## src/link_pkg.sv

```systemverilog
/* Shared sizing, encodings and word formats for the simplex streaming link
   Every link module and the testbench reach these through link_pkg:: names */
package link_pkg;

	// --------------------------------------------------------------------------
	// Link sizing
	// --------------------------------------------------------------------------
	localparam int LINK_TDATA_FACTOR = 4;                       // 64-bit lanes
	localparam int LINK_DWIDTH       = 64 * LINK_TDATA_FACTOR;  // User beat width
	localparam int LINK_FIFO_DEPTH   = 8;                       // Follower buffer entries
	localparam int LINK_FIFO_AW      = $clog2(LINK_FIFO_DEPTH);
	localparam int LINK_CRED_W       = $clog2(LINK_FIFO_DEPTH + 1);
	localparam int LINK_PHY_LAT      = 2;                       // Wire latency in cycles

	// Occupancy of a full buffer, which is also the leader's starting credit
	localparam logic [LINK_CRED_W-1:0] LINK_FIFO_FULL = LINK_CRED_W'(LINK_FIFO_DEPTH);

	// Delay divisors
	localparam int LINK_RATE_FULL = 1;  // gen2
	localparam int LINK_RATE_HALF = 2;

	localparam logic [31:0] LINK_ALIGN_MARKER = 32'hA11C_5EED;

	// Kind bit of a phy word
	localparam logic LINK_KIND_DATA = 1'b0;
	localparam logic LINK_KIND_CTRL = 1'b1;

	// --------------------------------------------------------------------------
	// Word formats
	// --------------------------------------------------------------------------
	typedef struct packed {
		logic [LINK_DWIDTH-49:0] pad;
		logic [31:0]             marker;  // LINK_ALIGN_MARKER on the align word
		logic [15:0]             count;   // Credits held by the leader when sent
	} link_ctrl_word_t;

	// Same 256 bits, read as user data or as a control word by the kind bit
	typedef union packed {
		logic [LINK_DWIDTH-1:0] data;
		link_ctrl_word_t        ctrl;
	} link_payload_u;

	typedef struct packed {
		logic          valid;
		logic          kind;
		link_payload_u payload;
	} link_phy_word_t;

	// Single strobe for now, a count field can go in front of it later
	typedef struct packed {
		logic strobe;
	} link_credit_t;

endpackage

```

## src/link_ctrl.sv

```systemverilog
/* Link controller: staged delay value, rate scaling, lane online flags and
   the leader alignment hold-off that gates the transmitter */
`timescale 1ns/1ps

module link_ctrl (
	input  logic                                   i_m_wr_clk,
	input  logic                                   i_m_wr_rst_n,
	input  logic [link_pkg::LINK_TDATA_FACTOR-1:0] i_ldr_tx_en,
	input  logic [link_pkg::LINK_TDATA_FACTOR-1:0] i_fol_tx_en,
	input  logic [31:0]                            i_delay_x,
	input  logic                                   i_gen2_mode,
	output logic                                   o_ldr_online,
	output logic                                   o_fol_online,
	output logic                                   o_align_done,
	output logic                                   o_rate_half
);

	logic [15:0] delay_r1;
	logic [15:0] delay_r2;
	logic [15:0] delay_scaled;
	logic [15:0] holdoff_cnt;
	logic        align_r;

	// Two register stages on the delay, only the low half is meaningful
	always_ff @(posedge i_m_wr_clk)
	begin
		if (!i_m_wr_rst_n)
		begin
			delay_r1 <= '0;
			delay_r2 <= '0;
		end
		else
		begin
			delay_r1 <= i_delay_x[15:0];
			delay_r2 <= delay_r1;
		end
	end

	assign o_rate_half  = ~i_gen2_mode;  // Half rate unless gen2
	assign delay_scaled = o_rate_half ? delay_r2 / 16'(link_pkg::LINK_RATE_HALF)
	                                  : delay_r2 / 16'(link_pkg::LINK_RATE_FULL);

	// All lanes must be enabled for a side to count as online
	always_ff @(posedge i_m_wr_clk)
	begin
		if (!i_m_wr_rst_n)
		begin
			o_ldr_online <= 1'b0;
			o_fol_online <= 1'b0;
		end
		else
		begin
			o_ldr_online <= &i_ldr_tx_en;
			o_fol_online <= &i_fol_tx_en;
		end
	end

	// --------------------------------------------------------------------------
	// Hold-off counter, restarts whenever the leader drops offline
	// --------------------------------------------------------------------------
	always_ff @(posedge i_m_wr_clk)
	begin
		if (!i_m_wr_rst_n || !o_ldr_online)
		begin
			holdoff_cnt <= '0;
			align_r     <= 1'b0;
		end
		else if (!align_r)
		begin
			holdoff_cnt <= holdoff_cnt + 16'd1;  // Cycles online so far
			if ({1'b0, holdoff_cnt} + 17'd1 >= {1'b0, delay_scaled})
				align_r <= 1'b1;
		end
	end

	assign o_align_done = align_r & o_ldr_online;  // Falls with online

endmodule

```

## src/link_tx.sv

```systemverilog
/* Leader transmitter: sends the align marker once, then user beats as data
   words, paced in half rate and limited by credits from the follower */
`timescale 1ns/1ps

module link_tx (
	input  logic                             i_m_wr_clk,
	input  logic                             i_m_wr_rst_n,
	input  logic [link_pkg::LINK_DWIDTH-1:0] i_tdata,
	input  logic                             i_tvalid,
	output logic                             o_tready,
	input  logic                             i_align_done,
	input  logic                             i_fol_online,
	input  logic                             i_rate_half,
	input  link_pkg::link_credit_t           i_credit,
	output link_pkg::link_phy_word_t         o_phy
);

	logic [link_pkg::LINK_CRED_W-1:0] credits;
	logic                             marker_sent;
	logic                             pace_phase;
	logic                             send_marker;
	logic                             accept;
	logic                             phy_valid;
	logic                             phy_kind;
	link_pkg::link_payload_u          phy_payload;
	link_pkg::link_ctrl_word_t        marker_word;

	assign send_marker = i_align_done & i_fol_online & ~marker_sent;
	assign o_tready    = i_align_done & marker_sent & (credits != '0)
	                   & (~i_rate_half | pace_phase);
	assign accept      = i_tvalid & o_tready;

	// --------------------------------------------------------------------------
	// Control state
	// --------------------------------------------------------------------------
	always_ff @(posedge i_m_wr_clk)
	begin
		if (!i_m_wr_rst_n)
		begin
			credits     <= link_pkg::LINK_FIFO_FULL;  // One per follower entry
			marker_sent <= 1'b0;
			pace_phase  <= 1'b0;
		end
		else
		begin
			// Marker goes out again after a realignment
			if (!i_align_done)
				marker_sent <= 1'b0;
			else if (send_marker)
				marker_sent <= 1'b1;

			pace_phase <= i_rate_half ? ~pace_phase : 1'b1;  // Open every other cycle

			case ({accept, i_credit.strobe})
				2'b10:   credits <= credits - 1'b1;
				2'b01:   credits <= credits + 1'b1;
				default: credits <= credits;  // Both or neither
			endcase
		end
	end

	always_comb
	begin
		marker_word        = '0;
		marker_word.marker = link_pkg::LINK_ALIGN_MARKER;
		marker_word.count  = 16'(credits);
	end

	// Outgoing word, sent the cycle after the marker decision or the accept
	always_ff @(posedge i_m_wr_clk)
	begin
		if (!i_m_wr_rst_n)
		begin
			phy_valid <= 1'b0;
			phy_kind  <= link_pkg::LINK_KIND_DATA;
		end
		else
		begin
			phy_valid <= send_marker | accept;
			phy_kind  <= send_marker ? link_pkg::LINK_KIND_CTRL : link_pkg::LINK_KIND_DATA;
		end
	end

	always_ff @(posedge i_m_wr_clk)
	begin
		if (send_marker)
			phy_payload.ctrl <= marker_word;
		else if (accept)
			phy_payload.data <= i_tdata;
	end

	assign o_phy = '{valid: phy_valid, kind: phy_kind, payload: phy_payload};

endmodule

```

## src/link_phy_wire.sv

```systemverilog
/* Fixed-latency model of the physical lanes, phy words run forward and
   credit strobes run back, several of each can be in flight */
`timescale 1ns/1ps

module link_phy_wire (
	input  logic                     i_m_wr_clk,
	input  logic                     i_m_wr_rst_n,
	input  link_pkg::link_phy_word_t i_fwd,
	output link_pkg::link_phy_word_t o_fwd,
	input  link_pkg::link_credit_t   i_bwd,
	output link_pkg::link_credit_t   o_bwd
);

	link_pkg::link_phy_word_t fwd_pipe [link_pkg::LINK_PHY_LAT];
	link_pkg::link_credit_t   bwd_pipe [link_pkg::LINK_PHY_LAT];

	// Forward lanes, only the valid bits are cleared
	always_ff @(posedge i_m_wr_clk)
	begin
		fwd_pipe[0] <= i_fwd;
		for (int i = 1; i < link_pkg::LINK_PHY_LAT; i++)
		begin
			fwd_pipe[i] <= fwd_pipe[i-1];
		end
		if (!i_m_wr_rst_n)
		begin
			for (int i = 0; i < link_pkg::LINK_PHY_LAT; i++)
			begin
				fwd_pipe[i].valid <= 1'b0;
			end
		end
	end

	// Credit return lane
	always_ff @(posedge i_m_wr_clk)
	begin
		if (!i_m_wr_rst_n)
		begin
			for (int i = 0; i < link_pkg::LINK_PHY_LAT; i++)
			begin
				bwd_pipe[i] <= '0;
			end
		end
		else
		begin
			bwd_pipe[0] <= i_bwd;
			for (int i = 1; i < link_pkg::LINK_PHY_LAT; i++)
			begin
				bwd_pipe[i] <= bwd_pipe[i-1];
			end
		end
	end

	assign o_fwd = fwd_pipe[link_pkg::LINK_PHY_LAT-1];
	assign o_bwd = bwd_pipe[link_pkg::LINK_PHY_LAT-1];

endmodule

```

## src/link_fifo.sv

```systemverilog
/* First-word-fall-through buffer for beats arriving at the follower
   Head entry is visible on o_rdata whenever o_empty is low */
`timescale 1ns/1ps

module link_fifo (
	input  logic                             i_m_wr_clk,
	input  logic                             i_m_wr_rst_n,
	input  logic                             i_push,
	input  logic [link_pkg::LINK_DWIDTH-1:0] i_wdata,
	input  logic                             i_pop,
	output logic [link_pkg::LINK_DWIDTH-1:0] o_rdata,
	output logic                             o_empty
);

	logic [link_pkg::LINK_DWIDTH-1:0]  mem [link_pkg::LINK_FIFO_DEPTH];
	logic [link_pkg::LINK_FIFO_AW-1:0] wr_ptr;
	logic [link_pkg::LINK_FIFO_AW-1:0] rd_ptr;
	logic [link_pkg::LINK_CRED_W-1:0]  count;
	logic                              do_push;
	logic                              do_pop;

	// Credits keep the leader from ever pushing into a full buffer
	assign do_push = i_push & (count != link_pkg::LINK_FIFO_FULL);
	assign do_pop  = i_pop & (count != '0);

	always_ff @(posedge i_m_wr_clk)
	begin
		if (do_push)
			mem[wr_ptr] <= i_wdata;
	end

	// Pointers wrap on their own, depth is a power of two
	always_ff @(posedge i_m_wr_clk)
	begin
		if (!i_m_wr_rst_n)
		begin
			wr_ptr <= '0;
			rd_ptr <= '0;
			count  <= '0;
		end
		else
		begin
			if (do_push)
				wr_ptr <= wr_ptr + 1'b1;
			if (do_pop)
				rd_ptr <= rd_ptr + 1'b1;
			case ({do_push, do_pop})
				2'b10:   count <= count + 1'b1;
				2'b01:   count <= count - 1'b1;
				default: count <= count;
			endcase
		end
	end

	assign o_rdata = mem[rd_ptr];
	assign o_empty = (count == '0);

endmodule

```

## src/link_rx.sv

```systemverilog
/* Follower receiver: decodes phy words, aligns on the marker, buffers data
   beats for the user and returns one credit strobe per delivered beat */
`timescale 1ns/1ps

module link_rx (
	input  logic                             i_m_wr_clk,
	input  logic                             i_m_wr_rst_n,
	input  link_pkg::link_phy_word_t         i_phy,
	output logic [link_pkg::LINK_DWIDTH-1:0] o_tdata,
	output logic                             o_tvalid,
	input  logic                             i_tready,
	output logic                             o_align_done,
	output link_pkg::link_credit_t           o_credit
);

	logic marker_hit;
	logic data_hit;
	logic align_r;
	logic fifo_empty;
	logic fifo_pop;
	logic credit_r;

	// --------------------------------------------------------------------------
	// Word decode
	// --------------------------------------------------------------------------
	assign marker_hit = i_phy.valid && (i_phy.kind == link_pkg::LINK_KIND_CTRL)
	                 && (i_phy.payload.ctrl.marker == link_pkg::LINK_ALIGN_MARKER);

	// Data ahead of alignment is dropped
	assign data_hit = i_phy.valid && (i_phy.kind == link_pkg::LINK_KIND_DATA) && align_r;

	always_ff @(posedge i_m_wr_clk)
	begin
		if (!i_m_wr_rst_n)
		begin
			align_r  <= 1'b0;
			credit_r <= 1'b0;
		end
		else
		begin
			if (marker_hit)
				align_r <= 1'b1;  // Sticky until reset
			credit_r <= fifo_pop;  // One strobe per beat handed out
		end
	end

	link_fifo i_link_fifo (
		.i_m_wr_clk   (i_m_wr_clk),
		.i_m_wr_rst_n (i_m_wr_rst_n),
		.i_push       (data_hit),
		.i_wdata      (i_phy.payload.data),
		.i_pop        (fifo_pop),
		.o_rdata      (o_tdata),
		.o_empty      (fifo_empty)
	);

	assign o_tvalid     = ~fifo_empty;
	assign fifo_pop     = o_tvalid & i_tready;
	assign o_align_done = align_r;
	assign o_credit     = '{strobe: credit_r};

endmodule

```

## src/link_simplex_top.sv

```systemverilog
/* Simplex link top, leader transmitter to follower receiver over the wire
   model, with the link controller gating alignment */
`timescale 1ns/1ps

module link_simplex_top (
	input  logic                                   i_m_wr_clk,
	input  logic                                   i_m_wr_rst_n,

	// Leader user port
	input  logic [link_pkg::LINK_DWIDTH-1:0]       i_tx_tdata,
	input  logic                                   i_tx_tvalid,
	output logic                                   o_tx_tready,

	// Follower user port
	output logic [link_pkg::LINK_DWIDTH-1:0]       o_rx_tdata,
	output logic                                   o_rx_tvalid,
	input  logic                                   i_rx_tready,

	// Control and status
	input  logic [link_pkg::LINK_TDATA_FACTOR-1:0] i_ldr_tx_en,
	input  logic [link_pkg::LINK_TDATA_FACTOR-1:0] i_fol_tx_en,
	input  logic [31:0]                            i_delay_x,
	input  logic                                   i_gen2_mode,
	output logic                                   o_ldr_online,
	output logic                                   o_fol_online,
	output logic                                   o_ldr_align_done,
	output logic                                   o_fol_align_done
);

	link_pkg::link_phy_word_t phy_tx;      // Leader side of the wire
	link_pkg::link_phy_word_t phy_rx;      // Follower side of the wire
	link_pkg::link_credit_t   credit_rx;
	link_pkg::link_credit_t   credit_tx;
	logic                     rate_half;

	link_ctrl i_link_ctrl (
		.i_m_wr_clk   (i_m_wr_clk),
		.i_m_wr_rst_n (i_m_wr_rst_n),
		.i_ldr_tx_en  (i_ldr_tx_en),
		.i_fol_tx_en  (i_fol_tx_en),
		.i_delay_x    (i_delay_x),
		.i_gen2_mode  (i_gen2_mode),
		.o_ldr_online (o_ldr_online),
		.o_fol_online (o_fol_online),
		.o_align_done (o_ldr_align_done),
		.o_rate_half  (rate_half)
	);

	link_tx i_link_tx (
		.i_m_wr_clk   (i_m_wr_clk),
		.i_m_wr_rst_n (i_m_wr_rst_n),
		.i_tdata      (i_tx_tdata),
		.i_tvalid     (i_tx_tvalid),
		.o_tready     (o_tx_tready),
		.i_align_done (o_ldr_align_done),
		.i_fol_online (o_fol_online),
		.i_rate_half  (rate_half),
		.i_credit     (credit_tx),
		.o_phy        (phy_tx)
	);

	// ---------------------------------------------------------------------------
	// Physical lanes
	// ---------------------------------------------------------------------------
	link_phy_wire i_link_phy_wire (
		.i_m_wr_clk   (i_m_wr_clk),
		.i_m_wr_rst_n (i_m_wr_rst_n),
		.i_fwd        (phy_tx),
		.o_fwd        (phy_rx),
		.i_bwd        (credit_rx),
		.o_bwd        (credit_tx)
	);

	link_rx i_link_rx (
		.i_m_wr_clk   (i_m_wr_clk),
		.i_m_wr_rst_n (i_m_wr_rst_n),
		.i_phy        (phy_rx),
		.o_tdata      (o_rx_tdata),
		.o_tvalid     (o_rx_tvalid),
		.i_tready     (i_rx_tready),
		.o_align_done (o_fol_align_done),
		.o_credit     (credit_rx)
	);

endmodule

```

## config.mk

```make
export PLATFORM = sky130hd
export DESIGN_NAME = link_simplex_top
export DESIGN_NICKNAME = d
export VERILOG_FILES = /design/src/link_pkg.sv /design/src/link_ctrl.sv /design/src/link_tx.sv /design/src/link_phy_wire.sv /design/src/link_fifo.sv /design/src/link_rx.sv /design/src/link_simplex_top.sv
export SDC_FILE = /design/constraint.sdc
export NUM_CORES = 2
export LEC_CHECK = 0
export ABC_CLOCK_PERIOD_IN_PS = 46300
export BUFFER_PORTS_ARGS = -buffer_cell sky130_fd_sc_hd__buf_2
export CORE_AREA = 4 4 430 432
export DETAILED_ROUTE_END_ITERATION = 10
export DIE_AREA = 0 0 434 436
export PLACE_DENSITY = 0.73
export RECOVER_POWER = 100
export SETUP_SLACK_MARGIN = 0.02
export SYNTH_ARGS = -nofsm -noshare
export SYNTH_HDL_FRONTEND = slang
export SYNTH_SLANG_ARGS = --single-unit
```

## constraint.sdc

```tcl
create_clock -name i_m_wr_clk -period 46.3 [get_ports i_m_wr_clk]
set_input_delay 9.26 -clock i_m_wr_clk [delete_from_list [all_inputs] [get_ports i_m_wr_clk]]
set_output_delay 9.26 -clock i_m_wr_clk [all_outputs]
set_load 0.1 [all_outputs]
```

==> reports/metrics.csv <==
metric;value;unit
status;finished, violations left;
violations;max-capacitance violations, max-slew violations;
finalCritPeriodShare;52.19;%
wl;205800;um
io_buffers;546;
syn-cell-area;99300;um^2
die_x;434;um
rsz0062_at_grt;no;
dp_hpwl;108500;um
fin_nets;5972;
ant_nets;0;
fin_skew;0.04798;ns
layout_min_cycle_time;24.16;ns
worstPathArrival;14.90;ns
timing_hold_violations_final;0;
synthToLayoutAreaGrowth;14.65;%
holdBufCountCts;0;
slowest_stage;clkbuf_1;
drv_cap;58;
drt_iter0_markers;3731;
wl_per_cell;24.95;um
die_area;189200;um^2
fill_cells;12150;
ys_types;48;
ios;563;
clk_path_buf_depth;4;
end_kind;primary output;
initial_core_util;55.00;%
slew_viol_final;3013;
layout-drive-gt1-share;26.04;%
grt_pass1_wl;308100;um
crit_required;37.04;ns
syn-num-nets;5300;
cts_tree;yes;
synth_edf_count;2052;
ys_seq_area_share;79.07;%
synthArstFlopShare;0;%
yosysWarningCount;0;
worstHoldPathType;flop to flop;
vias_per_cell;5.698;
avgSynthCellArea;19.97;um^2
mostFrequentLayoutCells;edfxtp_1, dfxtp_1, nand2_1;
powerDensity;45.20;nW/um^2
crit_fanout;116;
crit_type;flop to primary output;
gp_congestion;0.7686;
antenna_found_initial;13;
post-cts-setup-buffer-count;0;
drc;0;
cp.buffers_inverters;3;
syn_inst;4972;
start_kind;flop;
clock_latency;0.91;ns
critical_path.top_delay_family;buffers and inverters;
cts_sinks;2896;
total_leakage_power;41.85;nW
ys.flop_type;edfxtp_1;
cpMostUsedCell;clkbuf_1;
maxSlewHeadroom;-603.1;%
finish.utilization;63.06;%
cts_resized;0;
final_common_cell;edfxtp_1;
setup_tns;0;ns
setup_violations;0;
crit_chain;clkbuf_1, clkbuf_1, mux4_2, mux2_2, clkbuf_1;
core_area;180500;um^2
first_global_vias;48690;
max_freq;41.38;MHz
cpPeakStageDelay;6.93;ns
clkTransAtPathRegs;0.06;ns
rows;156;
grt_overflow;0;
grt.total_usage;21.86;%
cts_made_buffers;298;
ir_drop;0.00004404;V
h-tree-depth;5;
grt_max_degree;151;
vias;46990;
root_buffer;clkbuf_16;
worstMarginPinSlew;10.55;ns
ys_ff_latch;2896;
die_height;436;um
first_pass_iters;5;
-- registers in the layout (all words and copies together), names as in the netlist, 2 cells and up, named ones only --
signal,count
i_link_rx.i_link_fifo.rd_ptr,3
i_link_phy_wire.bwd_pipe,2
i_link_tx.credits,4
i_link_ctrl.delay_r1,16
i_link_tx.phy_payload,256
i_link_rx.i_link_fifo.mem,2048
i_link_rx.i_link_fifo.count,4
i_link_phy_wire.fwd_pipe,516
i_link_rx.i_link_fifo.wr_ptr,3
i_link_ctrl.delay_r2,16
i_link_ctrl.holdoff_cnt,16
-- routing by layer --
layer  GRT usage, %  vias up  wire (um)
li1               -    20710          -
met1          28.59    24440      80820
met2          37.20     1450     105500
met3          3.748      389      11940
met4          7.891        0       7454
met5              0        -          0
-- area by class of cell --
cell class | count | area [um^2] | share of cell area, %
multi-input combinational | 1824 | 19630 | 17.25
inverter | 9 | 35.03 | 0.03077
tap | 2370 | 2965 | 2.605
timing repair buffer | 615 | 2760 | 2.424
antenna | 7 | 17.52 | 0.01539
clock buffer | 419 | 8616 | 7.568
sequential | 2896 | 78520 | 68.97
clock inverter | 106 | 1296 | 1.139
-- Yosys cell counts (5+ instances only) --
cell | count | area share, %
a21oi_1 | 246 | 1.2
and2_1 | 50 | 0.32
buf_1 | 29 | 0.11
buf_2 | 81 | 0.41
buf_6 | 12 | 0.14
clkbuf_1 | 118 | 0.45
dfxtp_1 | 844 | 17
edfxtp_1 | 2052 | 62
ha_1 | 25 | 0.32
inv_1 | 8 | 0.030
mux2_2 | 257 | 2.9
mux2i_1 | 18 | 0.18
mux4_2 | 512 | 12
nand2_1 | 543 | 2.1
nand3_1 | 28 | 0.14
nand4_1 | 9 | 0.057
nor2_1 | 26 | 0.098
nor3_1 | 11 | 0.055
nor3b_1 | 5 | 0.038
o21ai_0 | 13 | 0.066
or3_1 | 7 | 0.044
xnor2_1 | 26 | 0.23
xor2_1 | 9 | 0.079
-- path summary, 6_finish.rpt --
check / cells past startpoint / end / start / slack, ns
setup / recovery: 5 / o_rx_tdata[154] / flop / 22.14
setup reg to reg: 7 / i_link_rx.i_link_fifo.mem[5][177] / i_link_rx.o_align_done / 31.85
hold / removal: 0 / i_link_phy_wire.fwd_pipe[0][295] / i_link_phy_wire.fwd_pipe[0][37] / 0.29
hold reg to reg: 0 / i_link_phy_wire.fwd_pipe[0][295] / i_link_phy_wire.fwd_pipe[0][37] / 0.29
-- cell families after synthesis --
family	count (synthesis)	share of synthesized area, %
adders and majority gates	27	0.3553
xor gates and xnor gates	35	0.3087
DFF	2896	79.07
and+or+nand+nor	705	3.009
muxes	787	14.71
AOI/OAI and AO/OA	270	1.390
buffers and inverters	252	1.157
-- worst reg2reg max path, cell delays in order, from the launching register on --
cell,delay (ns)
dfxtp_1,0.40
nand2_1,0.10
a211oi_1,0.71
nand2_1,0.24
nor3b_1,0.23
clkbuf_1,2.99
clkbuf_1,6.11
clkbuf_1,3.14
-- where the power goes --
part / leakage, nW / total [W] / switching [W] / internal [W]
Clock: 4.87 / 0.00239 / 0.000932 / 0.00145
Sequential: 29.8 / 0.00274 / 0.000000532 / 0.00274
Combinational: 7.21 / 0.0000197 / 0.00000913 / 0.0000106
Total: 41.8 / 0.00515 / 0.000942 / 0.00420
-- stage by stage --
stage | cell area (um^2) | instances | total power (W) | setup WS, ns | hold slack, ns
2_1_floorplan | 99300 | 4972 | 0.002799 | 24.66 | 0.3096
3_3_place_gp | 104600 | 7714 | 0.002815 | 26.60 | 0.3105
3_5_place_dp | 104600 | 7714 | 0.002815 | 26.56 | 0.3121
4_1_cts | 114500 | 8239 | 0.005194 | 26.56 | 0.2974
5_1_grt | 113800 | 8244 | 0.005310 | 19.62 | 0.3012
6_report | 113800 | 8246 | 0.005146 | 22.14 | 0.2901
No activity file was read; power rests on OpenSTA's default activity.
